## config.mk

```make
export PLATFORM = sky130hd
export DESIGN_NAME = load_cache_ctrl
export DESIGN_NICKNAME = d
export VERILOG_FILES = /design/src/hdl/load_cache_pkg.sv /design/src/hdl/refill_buffer.sv /design/src/hdl/victim_way_lfsr.sv /design/src/hdl/load_cache_fsm.sv /design/src/hdl/load_cache_ctrl.sv
export VERILOG_INCLUDE_DIRS = /design/src /design/src/hdl
export SDC_FILE = /design/constraint.sdc
export NUM_CORES = 1
export LEC_CHECK = 0
export ABC_AREA = 1
export BUFFER_PORTS_ARGS = -buffer_cell sky130_fd_sc_hd__buf_4
export CAP_MARGIN = 20
export CORE_ASPECT_RATIO = 0.75
export CORE_MARGIN = 3
export CORE_UTILIZATION = 47
export CTS_BUF_LIST = sky130_fd_sc_hd__clkbuf_4 sky130_fd_sc_hd__clkbuf_8
export DETAILED_ROUTE_END_ITERATION = 8
export GPL_TIMING_DRIVEN = 0
export PLACE_DENSITY_LB_ADDON = 0.2
export SLEW_MARGIN = 0
export SYNTH_ARGS = -nofsm -noshare
export SYNTH_HDL_FRONTEND = slang
export SYNTH_SLANG_ARGS = --single-unit
```

## constraint.sdc

```tcl
create_clock -name clk_i -period 4.8 [get_ports clk_i]
set_input_delay 1.2 -clock clk_i [delete_from_list [all_inputs] [get_ports clk_i]]
set_output_delay 1.2 -clock clk_i [all_outputs]
set_load 0.01 [all_outputs]
```

## src/hdl/load_cache_config.svh

```systemverilog
/*
 * Width, line and way constants for the load-side cache controller.
 * Include this wherever a macro below is used. The package has the types.
 */

`ifndef LOAD_CACHE_CONFIG_SVH
`define LOAD_CACHE_CONFIG_SVH

// Address and data port widths
`define LC_XLEN        32
`define LC_PORT_WIDTH  32

// Cache geometry
`define LC_BLOCK_WORDS 4
`define LC_WAYS        4
`define LC_INDEX_BITS  6

// Start value of the victim LFSR, never the all ones lockup state
`define LC_LFSR_SEED   3'b010

// Bit positions inside the cache field enable mask
`define LC_EN_DATA     0
`define LC_EN_DIRTY    1
`define LC_EN_VALID    2
`define LC_EN_TAG      3

`endif

```

## src/hdl/load_cache_pkg.sv

```systemverilog
/*
 * Shared types of the load cache controller.
 * Modules import it with a wildcard in their header.
 */

`include "load_cache_config.svh"

package load_cache_pkg;

    // One data word on the memory, cache and store-buffer ports
    typedef logic [`LC_PORT_WIDTH-1:0] word_t;

    // Byte address laid out as tag, index, word select and byte offset
    typedef logic [`LC_XLEN-1:0] addr_t;

    // Word within a cache line
    typedef logic [$clog2(`LC_BLOCK_WORDS)-1:0] word_sel_t;

    // One-hot word number that comes with every memory beat
    typedef logic [`LC_BLOCK_WORDS-1:0] word_onehot_t;

    // Word counter, one bit wider so it can hold a full line
    typedef logic [$clog2(`LC_BLOCK_WORDS):0] word_cnt_t;

    // One-hot way select
    typedef logic [`LC_WAYS-1:0] way_onehot_t;

    // Word address sent to the cache, the byte offset is dropped
    typedef logic [`LC_XLEN-$clog2(`LC_PORT_WIDTH/8)-1:0] cache_addr_t;

    // Field enables, indexed by the LC_EN_* positions
    typedef logic [3:0] cache_enable_t;

    typedef enum logic [2:0] {
        IDLE,
        COMPARE_TAG,
        DATA_STABLE,
        MEMORY_REQUEST,
        DIRTY_CHECK,
        READ_CACHE,
        WRITE_BACK,
        ALLOCATE
    } lc_state_t;

endpackage : load_cache_pkg

```

## src/hdl/refill_buffer.sv

```systemverilog
/*
 * Line buffer for a cache refill. Memory beats land here in any order
 * and are handed to the controller in word order for allocation.
 */

`timescale 1ns/1ps

`include "load_cache_config.svh"

module refill_buffer import load_cache_pkg::*; (
    input  logic         clk_i,
    input  logic         rst_n_i,
    input  logic         mem_valid_i,
    input  word_onehot_t mem_word_num_i,
    input  word_t        mem_data_i,
    input  logic         refill_pop_i,
    input  logic         refill_clear_i,
    output logic         word_avail_o,
    output word_t        head_word_o
);

    word_t        line_q [`LC_BLOCK_WORDS];
    word_onehot_t got_q;
    word_cnt_t    recv_cnt_q;
    word_cnt_t    alloc_cnt_q;

    // Payload storage, the one-hot word number picks the slot
    always_ff @(posedge clk_i) begin
        for (int i = 0; i < `LC_BLOCK_WORDS; i++) begin
            if (mem_valid_i && mem_word_num_i[i]) begin
                line_q[i] <= mem_data_i;
            end
        end
    end

    // Received count and the mask of words already in the line
    always_ff @(posedge clk_i) begin
        if (!rst_n_i || refill_clear_i) begin
            recv_cnt_q <= '0;
            got_q      <= '0;
        end else if (mem_valid_i) begin
            recv_cnt_q <= recv_cnt_q + 1'b1;
            got_q      <= got_q | mem_word_num_i;
        end
    end

    // Words already written into the cache
    always_ff @(posedge clk_i) begin
        if (!rst_n_i || refill_clear_i) begin
            alloc_cnt_q <= '0;
        end else if (refill_pop_i) begin
            alloc_cnt_q <= alloc_cnt_q + 1'b1;
        end
    end

    // Beats come out of order, so the next word in line must also be present
    assign word_avail_o = (alloc_cnt_q < recv_cnt_q) && got_q[word_sel_t'(alloc_cnt_q)];
    assign head_word_o  = line_q[word_sel_t'(alloc_cnt_q)];

    // A line has four words, a fifth beat before the clear is a protocol error
    assert property (@(posedge clk_i) disable iff (!rst_n_i)
        recv_cnt_q <= word_cnt_t'(`LC_BLOCK_WORDS));

endmodule : refill_buffer

```

## src/hdl/victim_way_lfsr.sv

```systemverilog
/*
 * Random victim way for replacement. A three-bit XNOR LFSR steps every
 * clock and holds its value while the controller freezes it.
 */

`timescale 1ns/1ps

`include "load_cache_config.svh"

module victim_way_lfsr import load_cache_pkg::*; (
    input  logic        clk_i,
    input  logic        rst_n_i,
    input  logic        lfsr_freeze_i,
    output way_onehot_t victim_way_o
);

    logic [2:0] lfsr_q;
    logic       feedback;

    // Taps at bits 2 and 1 give the maximal seven-state sequence
    assign feedback = ~(lfsr_q[2] ^ lfsr_q[1]);

    always_ff @(posedge clk_i) begin
        if (!rst_n_i) begin
            lfsr_q <= `LC_LFSR_SEED;
        end else if (!lfsr_freeze_i) begin
            lfsr_q <= {lfsr_q[1:0], feedback};
        end
    end

    // Low two bits pick one of the four ways
    assign victim_way_o = way_onehot_t'(1) << lfsr_q[1:0];

    assert property (@(posedge clk_i) disable iff (!rst_n_i) $onehot(victim_way_o));

endmodule : victim_way_lfsr

```

## src/hdl/load_cache_fsm.sv

```systemverilog
/*
 * Load-side controller FSM. Handles forwarding from the store unit and
 * store buffer, the tag compare, and on a miss the write-back of a dirty
 * victim followed by the allocation of the refilled line.
 */

`timescale 1ns/1ps

`include "load_cache_config.svh"

module load_cache_fsm import load_cache_pkg::*; (
    input  logic          clk_i,
    input  logic          rst_n_i,
    // Load unit
    input  logic          load_read_i,
    input  addr_t         load_addr_i,
    // Store unit
    input  addr_t         st_unit_addr_i,
    input  word_t         st_unit_data_i,
    input  logic          st_unit_idle_i,
    // Store buffer
    input  logic          sb_match_i,
    input  word_t         sb_data_i,
    input  logic          sb_full_i,
    input  logic          sb_port_idle_i,
    // External memory
    input  logic          mem_ack_i,
    // Cache
    input  logic          cache_hit_i,
    input  logic          cache_dirty_i,
    input  word_t         cache_data_i,
    input  word_t         cache_wb_data_i,
    input  logic          port0_granted_i,
    // Refill buffer
    input  logic          word_avail_i,
    input  word_t         head_word_i,
    output logic          stall_pipeline_o,
    output logic          processor_request_o,
    output logic          sb_push_o,
    output word_t         data_o,
    output logic          data_valid_o,
    output cache_addr_t   cache_addr_o,
    output logic          cache_port1_read_o,
    output logic          cache_port0_write_o,
    output cache_enable_t cache_port1_enable_o,
    output cache_enable_t cache_port0_enable_o,
    output logic          cache_dirty_o,
    output logic          cache_valid_o,
    output logic          port0_request_o,
    output logic          lfsr_freeze_o,
    output logic          refill_pop_o,
    output logic          refill_clear_o,
    output logic          idle_o
);

    lc_state_t   state_q, state_d;
    word_sel_t   word_sel_q, word_sel_d;
    word_t       load_word_q, load_word_d;
    cache_addr_t req_word_addr;
    cache_addr_t line_word_addr;
    word_sel_t   req_sel;
    logic        st_unit_match;
    logic        sb_ready;
    logic        last_word;

    // --------------------------------------------------
    // Address decode and forwarding checks
    // --------------------------------------------------

    assign req_word_addr  = load_addr_i[`LC_XLEN-1:$clog2(`LC_PORT_WIDTH/8)];
    assign req_sel        = req_word_addr[$bits(word_sel_t)-1:0];

    // During a miss the word select comes from the line walk counter
    assign line_word_addr = {req_word_addr[$bits(cache_addr_t)-1:$bits(word_sel_t)], word_sel_q};

    // The store unit holds the newest data, so it wins over the store buffer
    assign st_unit_match  = (st_unit_addr_i == load_addr_i) && !st_unit_idle_i;

    assign sb_ready       = !sb_full_i && sb_port_idle_i;
    assign last_word      = (word_sel_q == word_sel_t'(`LC_BLOCK_WORDS - 1));

    // --------------------------------------------------
    // Registers
    // --------------------------------------------------

    always_ff @(posedge clk_i) begin
        if (!rst_n_i) begin
            state_q    <= IDLE;
            word_sel_q <= '0;
        end else begin
            state_q    <= state_d;
            word_sel_q <= word_sel_d;
        end
    end

    always_ff @(posedge clk_i) begin
        load_word_q <= load_word_d;
    end

    // --------------------------------------------------
    // Next state and outputs
    // --------------------------------------------------

    always_comb begin
        state_d              = state_q;
        word_sel_d           = word_sel_q;
        load_word_d          = load_word_q;
        stall_pipeline_o     = 1'b0;
        lfsr_freeze_o        = 1'b0;
        processor_request_o  = 1'b0;
        sb_push_o            = 1'b0;
        data_o               = '0;
        data_valid_o         = 1'b0;
        cache_addr_o         = req_word_addr;
        cache_port1_read_o   = 1'b0;
        cache_port0_write_o  = 1'b0;
        cache_port1_enable_o = '0;
        cache_port0_enable_o = '0;
        cache_dirty_o        = 1'b0;
        cache_valid_o        = 1'b0;
        port0_request_o      = 1'b0;
        refill_pop_o         = 1'b0;
        refill_clear_o       = 1'b0;

        // Every miss state stalls the front end and keeps the victim way fixed
        if (state_q inside {MEMORY_REQUEST, DIRTY_CHECK, READ_CACHE, WRITE_BACK, ALLOCATE}) begin
            stall_pipeline_o = 1'b1;
            lfsr_freeze_o    = 1'b1;
            cache_addr_o     = line_word_addr;
        end

        case (state_q)
            IDLE: begin
                if (load_read_i) begin
                    // Read every field so the tag compare can run next cycle
                    cache_port1_read_o   = 1'b1;
                    cache_port1_enable_o = '1;
                    state_d              = COMPARE_TAG;
                    if (st_unit_match) begin
                        load_word_d = st_unit_data_i;
                        state_d     = DATA_STABLE;
                    end else if (sb_match_i) begin
                        load_word_d = sb_data_i;
                        state_d     = DATA_STABLE;
                    end
                end
            end

            COMPARE_TAG: begin
                if (cache_hit_i) begin
                    load_word_d = cache_data_i;
                    state_d     = DATA_STABLE;
                end else begin
                    // The stall starts here, so the victim must freeze here too
                    stall_pipeline_o = 1'b1;
                    lfsr_freeze_o    = 1'b1;
                    state_d          = MEMORY_REQUEST;
                end
            end

            DATA_STABLE: begin
                data_o       = load_word_q;
                data_valid_o = 1'b1;
                state_d      = IDLE;
            end

            MEMORY_REQUEST: begin
                processor_request_o = 1'b1;
                word_sel_d          = '0;
                if (mem_ack_i) begin
                    state_d = READ_CACHE;
                end
            end

            READ_CACHE: begin
                // Word 0 also brings the dirty bit of the victim
                cache_port1_read_o                = 1'b1;
                cache_port1_enable_o[`LC_EN_DATA] = 1'b1;
                if (word_sel_q == '0) begin
                    cache_port1_enable_o[`LC_EN_DIRTY] = 1'b1;
                    state_d                            = DIRTY_CHECK;
                end else begin
                    state_d = WRITE_BACK;
                end
            end

            DIRTY_CHECK: begin
                if (!cache_dirty_i) begin
                    state_d = ALLOCATE;
                end else if (sb_ready) begin
                    sb_push_o  = 1'b1;
                    data_o     = cache_wb_data_i;
                    word_sel_d = word_sel_q + 1'b1;
                    state_d    = READ_CACHE;
                end
            end

            WRITE_BACK: begin
                // Hold here while the store buffer pushes back
                if (sb_ready) begin
                    sb_push_o = 1'b1;
                    data_o    = cache_wb_data_i;
                    if (last_word) begin
                        word_sel_d = '0;
                        state_d    = ALLOCATE;
                    end else begin
                        word_sel_d = word_sel_q + 1'b1;
                        state_d    = READ_CACHE;
                    end
                end
            end

            ALLOCATE: begin
                port0_request_o = 1'b1;
                if (port0_granted_i && word_avail_i) begin
                    cache_port0_write_o = 1'b1;
                    refill_pop_o        = 1'b1;
                    data_o              = head_word_i;
                    // The load gets its word as it goes by
                    data_valid_o        = (word_sel_q == req_sel);

                    // Tag and status are written once, with the first word
                    if (word_sel_q == '0) begin
                        cache_port0_enable_o = '1;
                        cache_valid_o        = 1'b1;
                    end else begin
                        cache_port0_enable_o[`LC_EN_DATA] = 1'b1;
                    end

                    if (last_word) begin
                        refill_clear_o = 1'b1;
                        state_d        = IDLE;
                    end else begin
                        word_sel_d = word_sel_q + 1'b1;
                    end
                end
            end

            default: state_d = IDLE;
        endcase
    end

    assign idle_o = (state_d == IDLE);

    // --------------------------------------------------
    // Checks
    // --------------------------------------------------

    // No push may land in a full or busy store buffer
    assert property (@(posedge clk_i) disable iff (!rst_n_i)
        sb_push_o |-> !sb_full_i && sb_port_idle_i);

    // Once raised, the stall holds through the whole miss until idle
    assert property (@(posedge clk_i) disable iff (!rst_n_i)
        (stall_pipeline_o && !idle_o) |=> stall_pipeline_o);

endmodule : load_cache_fsm

```

## src/hdl/load_cache_ctrl.sv

```systemverilog
/*
 * Top level of the load cache controller. Connects the FSM, the refill
 * line buffer and the victim LFSR to the core, memory and cache ports.
 */

`timescale 1ns/1ps

module load_cache_ctrl import load_cache_pkg::*; (
    input  logic          clk_i,
    input  logic          rst_n_i,
    input  logic          load_read_i,
    input  addr_t         load_addr_i,
    input  addr_t         st_unit_addr_i,
    input  word_t         st_unit_data_i,
    input  logic          st_unit_idle_i,
    input  logic          sb_match_i,
    input  word_t         sb_data_i,
    input  logic          sb_full_i,
    input  logic          sb_port_idle_i,
    input  logic          mem_ack_i,
    input  logic          mem_valid_i,
    input  word_onehot_t  mem_word_num_i,
    input  word_t         mem_data_i,
    input  logic          cache_hit_i,
    input  logic          cache_dirty_i,
    input  word_t         cache_data_i,
    input  word_t         cache_wb_data_i,
    input  logic          port0_granted_i,
    output logic          stall_pipeline_o,
    output logic          processor_request_o,
    output logic          sb_push_o,
    output word_t         data_o,
    output logic          data_valid_o,
    output cache_addr_t   cache_addr_o,
    output logic          cache_port1_read_o,
    output logic          cache_port0_write_o,
    output cache_enable_t cache_port1_enable_o,
    output cache_enable_t cache_port0_enable_o,
    output logic          cache_dirty_o,
    output logic          cache_valid_o,
    output logic          port0_request_o,
    output way_onehot_t   victim_way_o,
    output logic          idle_o
);

    // Control from the FSM to the helpers and status coming back
    logic  lfsr_freeze;
    logic  refill_pop;
    logic  refill_clear;
    logic  word_avail;
    word_t head_word;

    load_cache_fsm fsm_inst (
        .clk_i                (clk_i),
        .rst_n_i              (rst_n_i),
        .load_read_i          (load_read_i),
        .load_addr_i          (load_addr_i),
        .st_unit_addr_i       (st_unit_addr_i),
        .st_unit_data_i       (st_unit_data_i),
        .st_unit_idle_i       (st_unit_idle_i),
        .sb_match_i           (sb_match_i),
        .sb_data_i            (sb_data_i),
        .sb_full_i            (sb_full_i),
        .sb_port_idle_i       (sb_port_idle_i),
        .mem_ack_i            (mem_ack_i),
        .cache_hit_i          (cache_hit_i),
        .cache_dirty_i        (cache_dirty_i),
        .cache_data_i         (cache_data_i),
        .cache_wb_data_i      (cache_wb_data_i),
        .port0_granted_i      (port0_granted_i),
        .word_avail_i         (word_avail),
        .head_word_i          (head_word),
        .stall_pipeline_o     (stall_pipeline_o),
        .processor_request_o  (processor_request_o),
        .sb_push_o            (sb_push_o),
        .data_o               (data_o),
        .data_valid_o         (data_valid_o),
        .cache_addr_o         (cache_addr_o),
        .cache_port1_read_o   (cache_port1_read_o),
        .cache_port0_write_o  (cache_port0_write_o),
        .cache_port1_enable_o (cache_port1_enable_o),
        .cache_port0_enable_o (cache_port0_enable_o),
        .cache_dirty_o        (cache_dirty_o),
        .cache_valid_o        (cache_valid_o),
        .port0_request_o      (port0_request_o),
        .lfsr_freeze_o        (lfsr_freeze),
        .refill_pop_o         (refill_pop),
        .refill_clear_o       (refill_clear),
        .idle_o               (idle_o)
    );

    // Memory beats go straight into the line buffer
    refill_buffer refill_inst (
        .clk_i          (clk_i),
        .rst_n_i        (rst_n_i),
        .mem_valid_i    (mem_valid_i),
        .mem_word_num_i (mem_word_num_i),
        .mem_data_i     (mem_data_i),
        .refill_pop_i   (refill_pop),
        .refill_clear_i (refill_clear),
        .word_avail_o   (word_avail),
        .head_word_o    (head_word)
    );

    victim_way_lfsr lfsr_inst (
        .clk_i         (clk_i),
        .rst_n_i       (rst_n_i),
        .lfsr_freeze_i (lfsr_freeze),
        .victim_way_o  (victim_way_o)
    );

endmodule : load_cache_ctrl

```

==> qor.yml <==
outcome:
  status: "finished clean"
finish:
  final_area_um2: 12500
  diodes: 0
  area_growth_pct: 33.3
  seqCellArea_um2: 5200
  drive_above_1_share_pct: 29.7
  nets: 1652
  fin_cells: 1669
  multi_input_area_um2: 3250
  num-fill-cells: 1679
timing:
  post-route-period-util_pct: 92.2
  slew_violations: 0
  fmax_mhz: 226
  slew_headroom_pct: 40.1
  period_minus_slack_ns: 4.42
  fin_worst_skew_ns: 0.0113
  setup_viol: 0
  hold_violations: 0
  tns_ns: 0
  grt_setup_unrepaired: "no"
  worst_pin_slew_ns: 0.898
floorplanning:
  start_util_pct: 48.3
  fp.dieArea_um2: 21800
  ios: 324
  coreArea_um2: 19500
  placementRows: 44
  die_y_um: 129
  die_x_um: 169
critical_path:
  cp_slowest_cell: "nor2_2"
  r2r_cells: 8
  endpoint_kind: "output port"
  cp_cell_sequence: "buf_4 -> xnor2_1 -> nand4_1 -> nor2_2 -> nand3_2 -> nand2_1 -> nand2_1 -> nor2_1 -> nor2_1 -> buf_4"
  cp.depth: 10
  worstPathRequired_ns: 3.60
  arrival_ns: 3.22
  cp_slowest_stage_delay_ns: 0.45
  path_delay_family: "simple AND/OR/NAND/NOR gates"
  startpoint_type: "input pin"
  crit_fanout: 7
  critical_path_class: "input pin to output port"
  path_buf_inv: 2
clock_tree:
  cts_resized: 0
  clockBufferDepth: 2
  cts-buffers-inserted: 17
  insertion_delay_ns: 0.47
  cts_hold_buf: 0
  htreeDepth: 4
  clkSinkCount: 180
  cts_setup_buffers: 0
  cts_tree: "done"
  clk_pin_slew_ns: 0.09
  cts_root_buf: "clkbuf_8"
drt:
  routed_wl_um: 29400
  drcViolationCount: 0
  wire_per_inst_um: 17.6
  drt_iter0_drc: 797
  vias_per_cell: 5.18
  first_pass_iters: 6
  drt.antenna.violating_nets: 0
  vias: 8650
grt:
  grt.overflow.total: 0
  antenna_found_initial: 0
  grt_pass1_vias: 8238
  grt_max_degree: 34
  grt_pass1_wl_um: 44400
  grt_use_total_pct: 26.6
worst_hold_path:
  min_path_cells: 2
  hp-class: "flop to flop"
synthesis:
  ys_seq_area_share_pct: 55.3
  ys_ff_latch: 180
  netlist_area_um2: 9410
  ys.flop_type: "edfxtp_1"
  syn_area_per_cell_um2: 8.85
  synth_fp_nets: 1309
  async_flop_share_pct: 0
  synth_warnings: 0
  synthCells: 1063
  synth_cell_type_count: 35
  synth_edf_count: 160
run:
  cap_violations: 0
pwr:
  power_density_nw_per_um2: 278
  p_leak_nw: 5.73
  ir_drop_v: 0.000208
place:
  port_buffers: 321
  dp_hpwl_um: 21800
  post_dp_cell_area_um2: 12200
  place.gp.congestion: 0.933
  place_inst: 1639
==> synthesized netlist by cell type, types with 2 or more instances <==
library cell | number | share of area, %
o21ai_0 | 77 | 4.1
dfxtp_1 | 20 | 4.3
nand3_1 | 76 | 4.0
edfxtp_1 | 160 | 51
buf_6 | 6 | 0.72
clkbuf_1 | 33 | 1.3
or2_2 | 2 | 0.13
o22ai_1 | 34 | 2.3
nor2_2 | 3 | 0.20
nor3_1 | 3 | 0.16
nand2_1 | 258 | 10
ha_1 | 6 | 0.80
buf_1 | 5 | 0.20
xor2_1 | 4 | 0.37
xnor2_1 | 8 | 0.74
nand3_2 | 2 | 0.21
inv_2 | 3 | 0.12
nor2_1 | 110 | 4.4
clkinv_1 | 2 | 0.080
o21ai_1 | 4 | 0.21
a21oi_1 | 18 | 0.96
nand4_1 | 36 | 2.4
buf_2 | 6 | 0.32
inv_1 | 106 | 4.2
buf_4 | 40 | 3.2
nand3b_1 | 32 | 2.6
==> logic make-up (layout without fill, tap and decap cells) <==
| family | Yosys count | in the layout | share of synthesized area [%] |
|---|---|---|---|
| AOI/OAI and AO/OA | 140 | 140 | 8.12 |
| xor gates and xnor gates | 12 | 12 | 1.12 |
| adders and majority gates | 6 | 6 | 0.798 |
| buffers and inverters | 201 | 554 | 10.2 |
| DFF | 180 | 180 | 55.3 |
| other | 1 | 1 | 0.0399 |
| and+or+nand+nor | 523 | 523 | 24.4 |
==> state kept, by name, summed over array words and instances (netlist names), named ones only <==
name and flops:
lfsr_inst.lfsr_q 3, refill_inst.got_q 4, fsm_inst.state_q 3, fsm_inst.load_word_q 32, refill_inst.line_q 128, refill_inst.alloc_cnt_q 3, refill_inst.recv_cnt_q 3, fsm_inst.word_sel_q 2
==> report_power, final <==
group	internal (W)	switching, W
Sequential	0.00185	0.0000369
Clock	0.000456	0.000550
Combinational	0.000295	0.000307
Total	0.00260	0.000893
==> layout by cell type (no fill, tap or decap), drive strengths merged, types with 2 or more instances in the layout <==
master    count
a21oi        19
buf         381
bufinv        2
clkbuf       50
clkinv        7
clkinvlp      3
dfxtp        20
edfxtp      160
ha            6
inv         111
nand2       258
nand3        78
nand3b       32
nand4        36
nor2        113
nor3          3
o21ai        81
o22ai        34
or2           2
xnor2         8
xor2          4
==> worst paths after layout <==
kind	start	end	slack, ns
worst max-delay path	load_addr_i[10]	idle_o	0.38
worst min-delay path	refill_inst.recv_cnt_q[2]	refill_inst.recv_cnt_q[2]	0.48
worst max register to register	fsm_inst.state_q[1]	fsm_inst.load_word_q[21]	2.49
worst min register to register	refill_inst.recv_cnt_q[2]	refill_inst.recv_cnt_q[2]	0.48
==> final cells by class <==
type,instances,share of cell area [%]
buffer,90,4.31
multi-input combinational,682,25.9
timing repair buffer,324,19.5
sequential,180,41.5
tap,253,2.52
clock inverter,12,1.08
inverter,111,3.32
clock buffer,17,1.87
==> metal layers <==
| metal | GRT usage (%) | up-vias | part of all wire (%) |
|---|---|---|---|
| li1 | - | 4224 | - |
| met1 | 38.1 | 4042 | 45 |
| met2 | 42.0 | 365 | 46 |
| met3 | 5.96 | 19 | 8.2 |
| met4 | 6.01 | 0 | 0.92 |
| met5 | 0 | - | 0 |
==> stage by stage <==
step	total power, W	utilization, %	worst slack, ns	hold WS (ns)
after CTS	0.00350	64.3	0.371	0.478
after global placement	0.00250	62.3	-2.17	0.450
after global routing	0.00363	64.4	0.327	0.518
final	0.00349	64.4	0.375	0.477
after detailed placement	0.00252	62.4	0.190	0.466
after floorplan	0.00218	-	0.154	0.443
==> worst min-delay path: stages (launching register included) <==
cell     delay [ns]
dfxtp_1        0.32
nand2_1        0.06
a21oi_1        0.05
No activity file was read; power rests on OpenSTA's default activity.
